[config.mk]
export PLATFORM = sky130hd
export DESIGN_NAME = byte_credit_fifo
export DESIGN_NICKNAME = d
export VERILOG_FILES = /design/src/hdl/hist_pkg.sv /design/src/hdl/byte_credit_fifo.sv
export SDC_FILE = /design/constraint.sdc
export NUM_CORES = 1
export LEC_CHECK = 0
export BUFFER_PORTS_ARGS = -buffer_cell sky130_fd_sc_hd__buf_2
export CORE_MARGIN = 8
export CORE_UTILIZATION = 50
export CTS_CLUSTER_SIZE = 24
export DETAILED_ROUTE_END_ITERATION = 16
export PLACE_DENSITY = 0.79
export SYNTH_ARGS = -nofsm -noshare
export SYNTH_HDL_FRONTEND = slang
export SYNTH_SLANG_ARGS = --single-unit
[constraint.sdc]
create_clock -name clk -period 1.8 [get_ports clk]
set_input_delay 0.18 -clock clk [delete_from_list [all_inputs] [get_ports clk]]
set_output_delay 0.18 -clock clk [all_outputs]
set_load 0.005 [all_outputs]
[src/hdl/hist_pkg.sv]
package hist_pkg;

    // histogram geometry
    localparam int NUM_BINS = 256;
    localparam int BIN_W = 32;
    localparam int ADDR_W = 8;

    // input buffer depth equals the sender's starting credit
    localparam int FIFO_DEPTH = 4;

    // busy cycles per memory access
    localparam int SRAM_LAT = 2;

    // ascii substitute marks end of file
    localparam logic [7:0] EOF_CHAR = 8'h1a;

    // derived widths and terminal values
    localparam int FIFO_PTR_W = (FIFO_DEPTH > 1) ? $clog2(FIFO_DEPTH) : 1;
    localparam int FIFO_CNT_W = $clog2(FIFO_DEPTH + 1);
    localparam logic [FIFO_PTR_W-1:0] FIFO_LAST_PTR = FIFO_PTR_W'(FIFO_DEPTH - 1);
    localparam int LAT_CNT_W = $clog2(SRAM_LAT + 1);
    localparam logic [LAT_CNT_W-1:0] LAT_START = LAT_CNT_W'(SRAM_LAT - 1);
    localparam logic [ADDR_W-1:0] LAST_BIN = ADDR_W'(NUM_BINS - 1);

    // one byte on its way in
    // valid doubles as non-empty at the buffer head
    typedef struct packed {
        logic       valid;
        logic [7:0] data;
    } byte_msg_t;

    // single-cycle request into the count memory
    typedef struct packed {
        logic              valid;
        logic              write;
        logic [ADDR_W-1:0] addr;
        logic [BIN_W-1:0]  wdata;
    } ram_req_t;

    typedef enum logic [2:0] {
        IDLE,
        CLEAR,
        FETCH,
        WAIT_READ,
        WRITE,
        WAIT_WRITE,
        DONE
    } ctrl_state_t;

endpackage
[src/hdl/byte_credit_fifo.sv]
`timescale 1ns/100ps

module byte_credit_fifo (
    input  logic                clk,
    input  logic                rst,
    input  hist_pkg::byte_msg_t push_msg,
    input  logic                pop,
    output hist_pkg::byte_msg_t head,
    output logic                credit
);

    // byte storage
    logic [7:0] mem [hist_pkg::FIFO_DEPTH];

    logic [hist_pkg::FIFO_PTR_W-1:0] wr_ptr;
    logic [hist_pkg::FIFO_PTR_W-1:0] rd_ptr;
    logic [hist_pkg::FIFO_CNT_W-1:0] count;

    logic do_push;
    logic do_pop;

    // sender holds credits, so a valid push always has room
    assign do_push = push_msg.valid;
    // pop on empty is ignored
    assign do_pop = pop && (count != '0);

    // head entry straight from storage
    assign head.valid = (count != '0);
    assign head.data = mem[rd_ptr];

    always_ff @(posedge clk) begin
        if (do_push) begin
            mem[wr_ptr] <= push_msg.data;
        end
    end

    // pointers wrap at depth rather than at a power of two
    always_ff @(posedge clk or posedge rst) begin
        if (rst) begin
            wr_ptr <= '0;
            rd_ptr <= '0;
        end else begin
            if (do_push) begin
                if (wr_ptr == hist_pkg::FIFO_LAST_PTR) begin
                    wr_ptr <= '0;
                end else begin
                    wr_ptr <= wr_ptr + 1'b1;
                end
            end
            if (do_pop) begin
                if (rd_ptr == hist_pkg::FIFO_LAST_PTR) begin
                    rd_ptr <= '0;
                end else begin
                    rd_ptr <= rd_ptr + 1'b1;
                end
            end
        end
    end

    // occupancy
    // push and pop together leave it unchanged
    always_ff @(posedge clk or posedge rst) begin
        if (rst) begin
            count <= '0;
        end else if (do_push && !do_pop) begin
            count <= count + 1'b1;
        end else if (do_pop && !do_push) begin
            count <= count - 1'b1;
        end
    end

    // credit pulse follows each removed byte by one clock
    always_ff @(posedge clk or posedge rst) begin
        if (rst) begin
            credit <= 1'b0;
        end else begin
            credit <= do_pop;
        end
    end

endmodule

==> flow_metrics.tcl <==
set metrics [dict create \
    hold_ws_ns 0.0245 \
    hold_class "in -> reg" \
    skew_ns 0.00789 \
    rows 20 \
    period_needed_ns 1.87 \
    hold_viol 0 \
    yosys_warnings 0 \
    die_x_um 72.7 \
    syn_nets 100 \
    grt_max_degree 14 \
    synthFlopType "edfxtp_1" \
    critPathLaunchType "flop" \
    critPathRequiredTime_ns 2.09 \
    leakagePower_nw 0.761 \
    drt_iter0_markers 41 \
    track_usage_pct 11.3 \
    critical_path_class "reg -> reg" \
    worstMarginPinSlew_ns 0.446 \
    multi_input_area_um2 435 \
    cts_resized 0 \
    violations "setup timing" \
    io_pins 22 \
    grt_antenna_before_repair 0 \
    worst_slack_ns -0.0669 \
    dp_hpwl_mm 1.81 \
    insertion_delay_ns 0.36 \
    synth_area_leaders "edfxtp_1, dfrtp_1, mux4_2" \
    initial_core_util_pct 52.7 \
    yosysSeqAreaShare_pct 72.2 \
    core_area_mm2 0.00305 \
    numPortBuffers 21 \
    cts_buffers 5 \
    gp_congestion 0.663 \
    clkSinkCount 40 \
    area_delta_synth_final_pct 20.8 \
    finalCritPeriodShare_pct 104 \
    drt-met1-wl_mm 1.05 \
    wl_per_cell_um 16.3 \
    n_antenna_cell 0 \
    post_synth_inst_count 81 \
    htree_levels 2 \
    ir_drop_mv 0.791 \
    synth_common_cells "edfxtp_1, dfrtp_1, mux4_2, ha_1, inv_1" \
    avgViaCountPerCell 4.97 \
    tritoncts "yes" \
    synth-edff-count 32 \
    grt_pass1_vias 874 \
    gr-total-overflow 0 \
    synthArstFlopShare_pct 20.0 \
    fillers 242 \
    highest_layer "met4" \
    report.final.slew_viol_count 0 \
    avgSynthCellArea_um2 19.9 \
    synth_top_cell_by_area "edfxtp_1" \
    grt_pass1_wl_mm 4.23 \
    status "complete, but fails checks" \
    synth_area_mm2 0.00161 \
    fmax_ghz 0.536 \
    cts_root_buffer "clkbuf_4" \
    fin_util_pct 63.7 \
    wl_mm 2.65 \
    power_density_mw_per_mm2 1500 \
    cp_max_fo 2 \
    synth_seq_cells 40 \
    dieArea_mm2 0.00529 \
    yosysMostFrequentCell "edfxtp_1" \
    cp_data_arrival_time_ns 2.16 \
    maxSlewHeadroom_pct 70.3 \
    vias 810 \
    max_cap_violations 0 \
    setup_violations 2 \
    rsz0062_at_grt "true" \
    drive_above_1_share_pct 45.4 \
    dr_wl_met3_um 142 \
    clk_pin_slew_worst_paths_ns 0.13 \
    synth_top_area_share_pct 59.7 \
    synth_cell_types 19 \
    drtAntennaViolNets 0 \
    regArea_mm2 0.00116 \
    die_y_um 72.7 \
    cts_max_path_buffers 2 \
    dr.pass1.iters 2 \
    drc 0 \
    end_kind "flop" \
    wl_met2_mm 1.40 \
    layout.nets 137 \
]
## sequential cells by signal, summed over array words and instances (netlist names)
signal	flops
mem	32
count	3
rd_ptr	2
wr_ptr	2
credit	1
## logic make-up (layout without fill, tap and decap cells)
family / after synthesis / count (layout) / share of synthesized area [%]
flops: 40 / 40 / 72.2
mux: 11 / 11 / 13.8
simple gates: 10 / 10 / 3.97
buf+inv: 8 / 46 / 1.94
fa+ha+maj: 7 / 7 / 5.91
xor+xnor: 3 / 3 / 1.63
compound gates: 2 / 2 / 0.622
## timing repair
action	in CTS	in global routing
setup endpoints to repair	2	2
buffers inserted	2	2
cloned	0	0
hold endpoints to repair	8	0
pin swaps	1	0
hold buffers	1	0
## through the flow
step	instance area [µm²]	instances	TNS, ns	worst slack (ns)	power [mW]
finish	1940	163	-0.115	-0.0669	2.92
global route	1940	163	-0.262	-0.182	3.10
CTS	1930	161	-0.0801	-0.0489	2.94
detailed placement	1820	150	-0.0727	-0.0482	2.34
global placement	1820	150	0	0.0256	2.27
floorplan	1630	81	-0.0540	-0.0310	1.95
## layout by cell type, fill, tap and decap left out, types with 2 or more instances in the layout
| cell type | Yosys | final |
|---|---|---|
| and2_1 | 4 | 4 |
| dfrtp_1 | 8 | 8 |
| xor2_1 | 2 | 2 |
| mux4_2 | 8 | 8 |
| edfxtp_1 | 32 | 32 |
| o21ai_0 | 2 | 2 |
| buf_2 | 1 | 21 |
| inv_1 | 6 | 5 |
| nor2_1 | 2 | 2 |
| ha_1 | 6 | 5 |
| buf_4 | 0 | 10 |
| clkbuf_4 | 0 | 5 |
| mux2_4 | 2 | 3 |
## worst paths after layout
kind,start,end,slack (ns),depth (start not counted)
worst max-delay path,count[2]$_DFFE_PP0P_,count[2]$_DFFE_PP0P_,-0.07,8
worst min register to register,count[2]$_DFFE_PP0P_,count[2]$_DFFE_PP0P_,0.58,2
worst max register to register,count[2]$_DFFE_PP0P_,count[2]$_DFFE_PP0P_,-0.07,8
min in group asynchronous,rst,count[2]$_DFFE_PP0P_,0.31,3
max in group asynchronous,rst,credit$_DFF_PP0_,1.26,3
worst min-delay path,push_msg[5],mem[0][5]$_DFFE_PP_,0.02,1
## power breakdown
group	switching [mW]	total [mW]	internal, mW
sequential	0.113	1.33	1.22
combinational	0.419	0.995	0.576
clock	0.305	0.595	0.290
## layout make-up
cell class / count / area share (%)
multi-input cells: 33 / 22.4
flip-flops and latches: 40 / 59.7
well taps: 44 / 2.83
clock inverters: 3 / 2.19
clock buffers: 5 / 1.93
repair buffers: 32 / 9.78
inverters: 6 / 1.16
## critical path, stage by stage, from the launching register on
cell and delay [ns]:
dfrtp_1 0.41, or3_4 0.41, nand2_4 0.08, ha_4 0.13
inv_2 0.03, fa_2 0.33, xor2_1 0.15, nor2_1 0.11
xor2_1 0.15
## layer usage
layer / up-vias / global-route usage, %
met4: 0 / 6.00
li1: 379 / -
met2: 15 / 17.9
met5: - / 0
met3: 7 / 5.63
met1: 409 / 12.1
No activity file was read; power rests on OpenSTA's default activity.
