--- config.mk ---
export PLATFORM = sky130hd
export DESIGN_NAME = histogram_ctrl
export DESIGN_NICKNAME = d
export VERILOG_FILES = /design/src/hdl/hist_pkg.sv /design/src/hdl/histogram_ctrl.sv
export SDC_FILE = /design/constraint.sdc
export NUM_CORES = 1
export LEC_CHECK = 0
export BUFFER_PORTS_ARGS = -buffer_cell sky130_fd_sc_hd__buf_2
export CORE_ASPECT_RATIO = 0.8
export CORE_UTILIZATION = 44
export DETAILED_ROUTE_END_ITERATION = 6
export MAX_ROUTING_LAYER = met4
export PLACE_DENSITY = 0.77
export RECOVER_POWER = 25
export REMOVE_ABC_BUFFERS = 1
export SLEW_MARGIN = 40
export SYNTH_ARGS = -nofsm -noshare
export SYNTH_HDL_FRONTEND = slang
export SYNTH_SLANG_ARGS = --single-unit
--- constraint.sdc ---
create_clock -name clk -period 4.9 [get_ports clk]
set_input_delay 0.245 -clock clk [delete_from_list [all_inputs] [get_ports clk]]
set_output_delay 0.245 -clock clk [all_outputs]
set_load 0.03 [all_outputs]
--- src/hdl/hist_pkg.sv ---
package hist_pkg;

    // histogram geometry
    localparam int NUM_BINS = 256;
    localparam int BIN_W = 32;
    localparam int ADDR_W = 8;

    // input buffer depth equals the sender's starting credit
    localparam int FIFO_DEPTH = 4;

    // busy cycles per memory access
    localparam int SRAM_LAT = 2;

    // ascii substitute marks end of file
    localparam logic [7:0] EOF_CHAR = 8'h1a;

    // derived widths and terminal values
    localparam int FIFO_PTR_W = (FIFO_DEPTH > 1) ? $clog2(FIFO_DEPTH) : 1;
    localparam int FIFO_CNT_W = $clog2(FIFO_DEPTH + 1);
    localparam logic [FIFO_PTR_W-1:0] FIFO_LAST_PTR = FIFO_PTR_W'(FIFO_DEPTH - 1);
    localparam int LAT_CNT_W = $clog2(SRAM_LAT + 1);
    localparam logic [LAT_CNT_W-1:0] LAT_START = LAT_CNT_W'(SRAM_LAT - 1);
    localparam logic [ADDR_W-1:0] LAST_BIN = ADDR_W'(NUM_BINS - 1);

    // one byte on its way in
    // valid doubles as non-empty at the buffer head
    typedef struct packed {
        logic       valid;
        logic [7:0] data;
    } byte_msg_t;

    // single-cycle request into the count memory
    typedef struct packed {
        logic              valid;
        logic              write;
        logic [ADDR_W-1:0] addr;
        logic [BIN_W-1:0]  wdata;
    } ram_req_t;

    typedef enum logic [2:0] {
        IDLE,
        CLEAR,
        FETCH,
        WAIT_READ,
        WRITE,
        WAIT_WRITE,
        DONE
    } ctrl_state_t;

endpackage
--- src/hdl/histogram_ctrl.sv ---
`timescale 1ns/100ps

module histogram_ctrl (
    input  logic                       clk,
    input  logic                       rst,
    input  logic                       start,
    input  hist_pkg::byte_msg_t        head,
    output logic                       pop,
    output hist_pkg::ram_req_t         req,
    input  logic                       busy,
    input  logic [hist_pkg::BIN_W-1:0] rdata,
    output logic [hist_pkg::BIN_W-1:0] total,
    output logic                       done
);

    hist_pkg::ctrl_state_t state;
    hist_pkg::ctrl_state_t next_state;

    // sweep address for the clear phase
    logic [hist_pkg::ADDR_W-1:0] clr_addr;
    // byte being counted addresses the write back
    logic [7:0] cur_byte;
    // set when the byte in flight is the end-of-file mark
    logic eof_flag;

    // one-cycle request strobes
    logic clr_issue;
    logic rd_issue;
    logic wr_issue;
    logic start_ok;

    // start honoured only when idle or finished
    assign start_ok = start && ((state == hist_pkg::IDLE) || (state == hist_pkg::DONE));

    // a zero write each time the memory goes idle
    assign clr_issue = (state == hist_pkg::CLEAR) && !busy;
    // read of the head byte's bin
    // the byte is popped in the same cycle
    assign rd_issue = (state == hist_pkg::FETCH) && head.valid && !busy;
    // count+1 back into the same bin
    // busy is already low here
    assign wr_issue = (state == hist_pkg::WRITE);

    assign pop = rd_issue;

    // memory request
    always_comb begin
        req.valid = clr_issue || rd_issue || wr_issue;
        req.write = clr_issue || wr_issue;
        if (clr_issue) begin
            req.addr = clr_addr;
        end else if (rd_issue) begin
            req.addr = head.data;
        end else begin
            req.addr = cur_byte;
        end
        // rdata holds the fetched count until the next access ends
        req.wdata = clr_issue ? '0 : (rdata + 1'b1);
    end

    // done only in the terminal state until the next start
    assign done = (state == hist_pkg::DONE);

    // next state
    always_comb begin
        next_state = state;
        case (state)
            hist_pkg::IDLE: begin
                if (start_ok) begin
                    next_state = hist_pkg::CLEAR;
                end
            end
            hist_pkg::CLEAR: begin
                // last zero write drains like a normal write
                if (clr_issue && (clr_addr == hist_pkg::LAST_BIN)) begin
                    next_state = hist_pkg::WAIT_WRITE;
                end
            end
            hist_pkg::FETCH: begin
                // stall here while the buffer is empty
                if (rd_issue) begin
                    next_state = hist_pkg::WAIT_READ;
                end
            end
            hist_pkg::WAIT_READ: begin
                if (!busy) begin
                    next_state = hist_pkg::WRITE;
                end
            end
            hist_pkg::WRITE: begin
                next_state = hist_pkg::WAIT_WRITE;
            end
            hist_pkg::WAIT_WRITE: begin
                if (!busy) begin
                    next_state = eof_flag ? hist_pkg::DONE : hist_pkg::FETCH;
                end
            end
            hist_pkg::DONE: begin
                if (start_ok) begin
                    next_state = hist_pkg::CLEAR;
                end
            end
            default: begin
                next_state = hist_pkg::IDLE;
            end
        endcase
    end

    always_ff @(posedge clk or posedge rst) begin
        if (rst) begin
            state <= hist_pkg::IDLE;
        end else begin
            state <= next_state;
        end
    end

    // clear sweep address and eof mark restart with each run
    always_ff @(posedge clk or posedge rst) begin
        if (rst) begin
            clr_addr <= '0;
            eof_flag <= 1'b0;
        end else begin
            if (start_ok) begin
                clr_addr <= '0;
                eof_flag <= 1'b0;
            end else begin
                if (clr_issue) begin
                    clr_addr <= clr_addr + 1'b1;
                end
                if (rd_issue) begin
                    eof_flag <= (head.data == hist_pkg::EOF_CHAR);
                end
            end
        end
    end

    // running byte count including the eof byte
    always_ff @(posedge clk or posedge rst) begin
        if (rst) begin
            total <= '0;
        end else if (start_ok) begin
            total <= '0;
        end else if (rd_issue) begin
            total <= total + 1'b1;
        end
    end

    always_ff @(posedge clk) begin
        if (rd_issue) begin
            cur_byte <= head.data;
        end
    end

endmodule

==> impl_metrics.env, run 1 <==
export IMPL_run_status="finished, violations left"
export IMPL_failed_checks="max-capacitance violations, max-slew violations"
export IMPL_criticalPathCategory="reg2out"
export IMPL_maxClockFrequency_mhz=321
export IMPL_cts_setup_buffers=0
export IMPL_period_share=0.636
export IMPL_route_detailed_vias_per_inst=5.88
export IMPL_cts_sinks=52
export IMPL_fin_crit_ns=3.11
export IMPL_max_vdd_ir_drop_v=0.000305
export IMPL_clock_power_share=0.162
export IMPL_seq_area_frac_synth=0.345
export IMPL_first_global_vias=3464
export IMPL_drt_wl_total_um=9710
export IMPL_syn_instance_count=437
export IMPL_power_share_combinational=0.477
export IMPL_synth_seq_cells=52
export IMPL_cts_resized=0
export IMPL_num_io_pins=121
export IMPL_max_cap_violations=1
export IMPL_sequential_cell_area_um2=1260
export IMPL_drt_wirelength_per_cell_um=15.0
export IMPL_die_x_um=104
export IMPL_clkTransAtPathRegs_ns=0.10
export IMPL_num_fill_cells=772
export IMPL_drt_initial_drc_count=151
export IMPL_finalWeightedCongestion=0.877
export IMPL_chipHeight_um=83.5
export IMPL_layout_cells_most_common_list="120 x sky130_fd_sc_hd__buf_2, 44 x sky130_fd_sc_hd__dfrtp_1, 42 x sky130_fd_sc_hd__a21oi_1"
export IMPL_grt_overflow_total=0
export IMPL_design_final_nets=588
export IMPL_cts_tree="yes"
export IMPL_route_antenna_remaining_nets=0
export IMPL_worst_r2r_cell_count=4
export IMPL_layout_commonest_cell="sky130_fd_sc_hd__buf_2"
export IMPL_seqPwrFrac=0.361
export IMPL_worst_hold_path_type="in2reg"
export IMPL_report_final_hold_viol_count=0
export IMPL_finish_utilization=0.550
export IMPL_via_count=3816
export IMPL_yosys_warnings=0
export IMPL_number_of_iterations_in_the_first_detailed_routing_pass=4
export IMPL_pwr_density_cell_nw_per_um2=349
export IMPL_totalNegativeSetupSlack_ns=0
export IMPL_final_max_slew_violation_count=45
export IMPL_worst_setup_path_start_kind="flop"
export IMPL_syn_to_final_growth_pct=20.3
export IMPL_p_sw_uw=721
export IMPL_worst_ep_arrival_time_ns=2.87
export IMPL_synth_area_per_cell_um2=8.36
export IMPL_number_of_antenna_cells_inserted=0
export IMPL_p_int_uw=814
export IMPL_design_power_total_uw=1530
export IMPL_clock_skew_final_ns=0.0116
export IMPL_cts_made_buffers=5
export IMPL_wire_length_of_the_first_global_routing_pass_um=16000
export IMPL_syn_cell_area_um2=3650
export IMPL_synthFlopType="sky130_fd_sc_hd__dfrtp_1"
export IMPL_timing_final_setup_violations=0
export IMPL_synth_cell_types=48
export IMPL_p_sw_frac=0.470
export IMPL_final_layout_size_suffix_gt1_frac=0.281
export IMPL_worst_pin_slew_ns=2.37
export IMPL_die_area_um2=8670
export IMPL_multi_input_area_um2=2260
export IMPL_starting_utilization_of_the_core_area=0.458
export IMPL_slew_headroom=-0.579
export IMPL_clkLatencyLatePin_ns=0.31
export IMPL_timing_critical_path_required_ns=4.66
export IMPL_cellLeakagePower_uw=0.00191
export IMPL_cts_root_buf="sky130_fd_sc_hd__clkbuf_8"
export IMPL_ys_async_sr_fraction=0.846
export IMPL_hold_path_depth=2
export IMPL_rsz0062_at_grt="false"
export IMPL_coreArea_um2=7980
export IMPL_detailed_placer_s_ending_hpwl_um=7070
export IMPL_ctsHtreeMaxLevel=2
export IMPL_gr_usage_all_layers=0.227
export IMPL_antenna_violations_before_repair=0
export IMPL_clk_path_buf_depth=2
export IMPL_hold_worst_slack_ns=0.194
export IMPL_endpoint_kind="output pin"
export IMPL_placementRows=29
export IMPL_grt_max_degree=45
export IMPL_crit_path_max_fanout=17
export IMPL_cts_hold_buffers=0
export IMPL_drt_drc=0
export IMPL_synth_edf_count=0
export IMPL_numPortBuffers=120
## Yosys cell counts, drive strengths merged, types with 8 or more instances
cell | instances | area [um^2]
nand4 | 24 | 150
o21ai | 18 | 90.1
xnor2 | 15 | 131
nand2 | 33 | 124
dfrtp | 44 | 1100
nor2 | 32 | 120
nor4 | 8 | 50.1
nor3 | 8 | 40.0
nand3 | 25 | 125
mux2 | 17 | 191
a21oi | 42 | 210
and4 | 13 | 114
o31ai | 21 | 158
or4 | 22 | 165
or3 | 15 | 98.8
dfxtp | 8 | 160
clkbuf | 22 | 82.6
xor2 | 12 | 105
## worst max-delay path, cell delays in order (launching register included)
cell,delay (ns)
sky130_fd_sc_hd__dfrtp_1,0.67
sky130_fd_sc_hd__nand4bb_1,0.42
sky130_fd_sc_hd__nor2_2,0.60
sky130_fd_sc_hd__mux2_2,0.42
sky130_fd_sc_hd__mux2_2,0.27
sky130_fd_sc_hd__buf_2,0.18
## final cells by class
type,instances,share of cell area
multi-input combinational,350,0.514
sequential,52,0.287
timing repair buffer,124,0.143
tap,108,0.0308
clock buffer,6,0.0165
inverter,7,0.00598
clock inverter,2,0.00285
## power by group through the flow
stage / Combinational [uW] / Clock (uW) / Sequential (uW)
final: 733 / 249 / 553
after detailed placement: 734 / 0 / 559
after CTS: 735 / 256 / 550
after global placement: 721 / 0 / 554
after global routing: 788 / 271 / 563
after floorplan: 512 / 0 / 542
## per-stage QoR
stage / instances / instance area, um^2 / setup slack [ns]
2_1_floorplan: 409 / 3530 / 1.66
3_3_place_gp: 640 / 4300 / 2.13
3_5_place_dp: 641 / 4310 / 1.96
4_1_cts: 649 / 4400 / 1.60
5_1_grt: 649 / 4390 / 1.62
6_report: 649 / 4390 / 1.79
## routing by layer
| metal | up-vias | share of wire | global-route usage |
|---|---|---|---|
| met1 | 1847 | 0.48 | 0.299 |
| met4 | 0 | 0.0043 | 0.0338 |
| li1 | 1863 | - | - |
| met3 | 5 | 0.044 | 0.0367 |
| met2 | 101 | 0.47 | 0.376 |
| met5 | - | 0 | - |
## state kept, by name (all words and copies together), names as in the netlist
register,cells
state,3
cur_byte,8
clr_addr,8
total,32
eof_flag,1
## path summary, 6_finish.rpt
check / startpoint / slack (ns) / to
worst max-delay path: state[1]$_DFFE_PP0P_ / 1.79 / req[35]
worst min-delay path: head[2] / 0.19 / cur_byte[2]$_DFF_P_
worst max register to register: state[2]$_DFFE_PP0P_ / 2.43 / state[2]$_DFFE_PP0P_
worst min register to register: cur_byte[2]$_DFF_P_ / 0.48 / cur_byte[2]$_DFF_P_
max in group asynchronous: rst / 2.75 / total[5]$_DFFE_PP0P_
min in group asynchronous: rst / 0.80 / total[22]$_DFFE_PP0P_
## cells by family after synthesis
logic type,synth area share
flops,0.345
buf+inv,0.0408
fa+ha+maj,0.0103
compound gates,0.157
xor+xnor,0.0647
simple gates,0.324
mux,0.0579
Note: power is estimated with default switching activity, not from simulation.
==> run 2: changes to the inputs <==
==> constraint.sdc (replaced) <==
create_clock -name clk -period 3 [get_ports clk]
set_input_delay 0.15 -clock clk [delete_from_list [all_inputs] [get_ports clk]]
set_output_delay 0.15 -clock clk [all_outputs]
set_load 0.03 [all_outputs]
==> run 2 against run 1 <==
The run now ends clean. Setup slack worse by 1.4 ns. Register-to-register slack worse by 1.9 ns. Clock power is 96% higher. Via count is 0.79% higher. Largest cell class unchanged. Largest power group unchanged.
==> impl_metrics.env, run 2 (synthesized netlist as in run 1, its figures left out) <==
export IMPL_grt_overflow_total=0
export IMPL_final_layout_size_suffix_gt1_frac=0.287
export IMPL_layout_cells_most_common_list="120 x sky130_fd_sc_hd__buf_2, 44 x sky130_fd_sc_hd__dfrtp_1, 42 x sky130_fd_sc_hd__a21oi_1"
export IMPL_regMostFlops="total"
export IMPL_timing_final_setup_violations=0
export IMPL_syn_to_final_growth_pct=22.2
export IMPL_pre_cts_slack_ns=0.608
export IMPL_detailed_placer_s_ending_hpwl_um=7100
export IMPL_finalWeightedCongestion=0.841
export IMPL_first_global_vias=3546
export IMPL_max_cap_violations=0
export IMPL_clock_skew_final_ns=0.00753
export IMPL_period_share=0.860
export IMPL_largest_registers="total (32), clr_addr (8), cur_byte (8)"
export IMPL_fin_crit_ns=2.58
export IMPL_chipHeight_um=83.5
export IMPL_antenna_violations_before_repair=0
export IMPL_wire_length_of_the_first_global_routing_pass_um=16000
export IMPL_crit_path_max_fanout=16
export IMPL_route_antenna_remaining_nets=0
export IMPL_drt_wl_total_um=9900
export IMPL_rr_startpoint="state[0]$_DFFE_PP0P_"
export IMPL_maxClockFrequency_mhz=388
export IMPL_coreArea_um2=7980
export IMPL_run_status="complete, no violations"
export IMPL_drt_initial_drc_count=202
export IMPL_endpoint_kind="output pin"
export IMPL_cts_made_buffers=5
export IMPL_max_vdd_ir_drop_v=0.000410
export IMPL_clkTransAtPathRegs_ns=0.09
export IMPL_clkLatencyLatePin_ns=0.31
export IMPL_starting_utilization_of_the_core_area=0.458
export IMPL_cellLeakagePower_uw=0.00195
export IMPL_number_of_iterations_in_the_first_detailed_routing_pass=4
export IMPL_drt_wirelength_per_cell_um=15.1
export IMPL_grt_met3_usage=0.0343
export IMPL_cts_sinks=52
export IMPL_numPortBuffers=120
export IMPL_met2_demand_to_capacity_share_in_global_routing=0.375
export IMPL_placed_area_um2=4350
export IMPL_finish_utilization=0.559
export IMPL_placementRows=29
export IMPL_post_route_cell_area_um2=4460
export IMPL_pwr_density_cell_nw_per_um2=586
export IMPL_hold_path_startpoint="head[1]"
export IMPL_report_final_hold_viol_count=0
export IMPL_worst_pin_slew_ns=1.12
export IMPL_die_x_um=104
export IMPL_rsz0062_at_grt="false"
export IMPL_clk_path_buf_depth=2
export IMPL_largest_register_ff_count=32
export IMPL_hold_worst_slack_ns=0.0913
export IMPL_criticalPathCategory="reg2out"
export IMPL_global_route_met1_utilization=0.292
export IMPL_timing_critical_path_required_ns=2.85
export IMPL_final_max_slew_violation_count=0
export IMPL_finalWorstSetupSlack_ns=0.421
export IMPL_cts_tree="yes"
export IMPL_worst_ep_arrival_time_ns=2.43
export IMPL_grt_most_used_layer="met2"
export IMPL_design_final_nets=594
export IMPL_cts_resized=0
export IMPL_cts_root_buf="sky130_fd_sc_hd__clkbuf_8"
export IMPL_grt_max_degree=45
export IMPL_slew_headroom=0.255
export IMPL_worst_hold_path_type="in2reg"
export IMPL_crit_path_start="state[0]$_DFFE_PP0P_"
export IMPL_ctsHtreeMaxLevel=2
export IMPL_num_io_pins=121
export IMPL_worst_setup_path_start_kind="flop"
export IMPL_route_detailed_vias_per_inst=5.87
export IMPL_die_area_um2=8670
export IMPL_drt_drc=0
export IMPL_via_count=3846
export IMPL_layout_commonest_cell="sky130_fd_sc_hd__buf_2"
export IMPL_gr_usage_all_layers=0.228
export IMPL_number_of_antenna_cells_inserted=0
## run 2: changes by cell type in the layout (fill, tap and decap cells not counted), sizes merged
cell and delta:
bufinv +1, buf +5, clkinvlp -1, dlygate4sd3 +1
## run 2: through the flow
stage,std cells,TNS (ns),power (uW)
final,655,0,2620
after detailed placement,646,0,2130
after floorplan,409,-2.58,1720
after CTS,655,0,2630
after global routing,655,0,2750
after global placement,646,0,2100
## run 2: routing by layer
| metal | part of all wire | vias up |
|---|---|---|
| li1 | - | 1875 |
| met1 | 0.46 | 1815 |
| met2 | 0.47 | 139 |
| met3 | 0.054 | 17 |
| met4 | 0.016 | 0 |
| met5 | 0 | - |
## run 2: timing repair
item | 4_1_cts | 5_1_grt
buffers inserted | 0 | 0
hold buffers | 1 | 0
hold endpoints to repair | 9 | 0
## run 2: worst max-delay path: stages (launching register included)
cell                      delay [ns]
sky130_fd_sc_hd__dfrtp_1        0.65
sky130_fd_sc_hd__nor4b_4        0.70
sky130_fd_sc_hd__buf_4          0.30
sky130_fd_sc_hd__nor2_1         0.06
sky130_fd_sc_hd__a41o_1         0.24
sky130_fd_sc_hd__buf_2          0.17
## run 2: final cells by class
type / instances / area [um^2]
clock buffer: 6 / 72.6
inverter: 7 / 26.3
clock inverter: 2 / 35.0
fill: 770 / 3520
tap: 108 / 135
sequential: 52 / 1260
timing repair buffer: 130 / 676
multi-input combinational: 350 / 2260
## run 2: power breakdown
part,switching (uW),internal [uW]
combinational,833,418
sequential,107,771
clock,239,248
total,1180,1440
## run 2: worst paths after layout
check	endpoint	slack, ns	cells after the start
hold / removal	cur_byte[1]$_DFF_P_	0.09	2
max in group asynchronous	total[7]$_DFFE_PP0P_	1.58	4
setup reg to reg	state[2]$_DFFE_PP0P_	0.57	4
setup / recovery	req[18]	0.42	5
min in group asynchronous	total[25]$_DFFE_PP0P_	0.75	4
hold reg to reg	cur_byte[7]$_DFF_P_	0.48	1
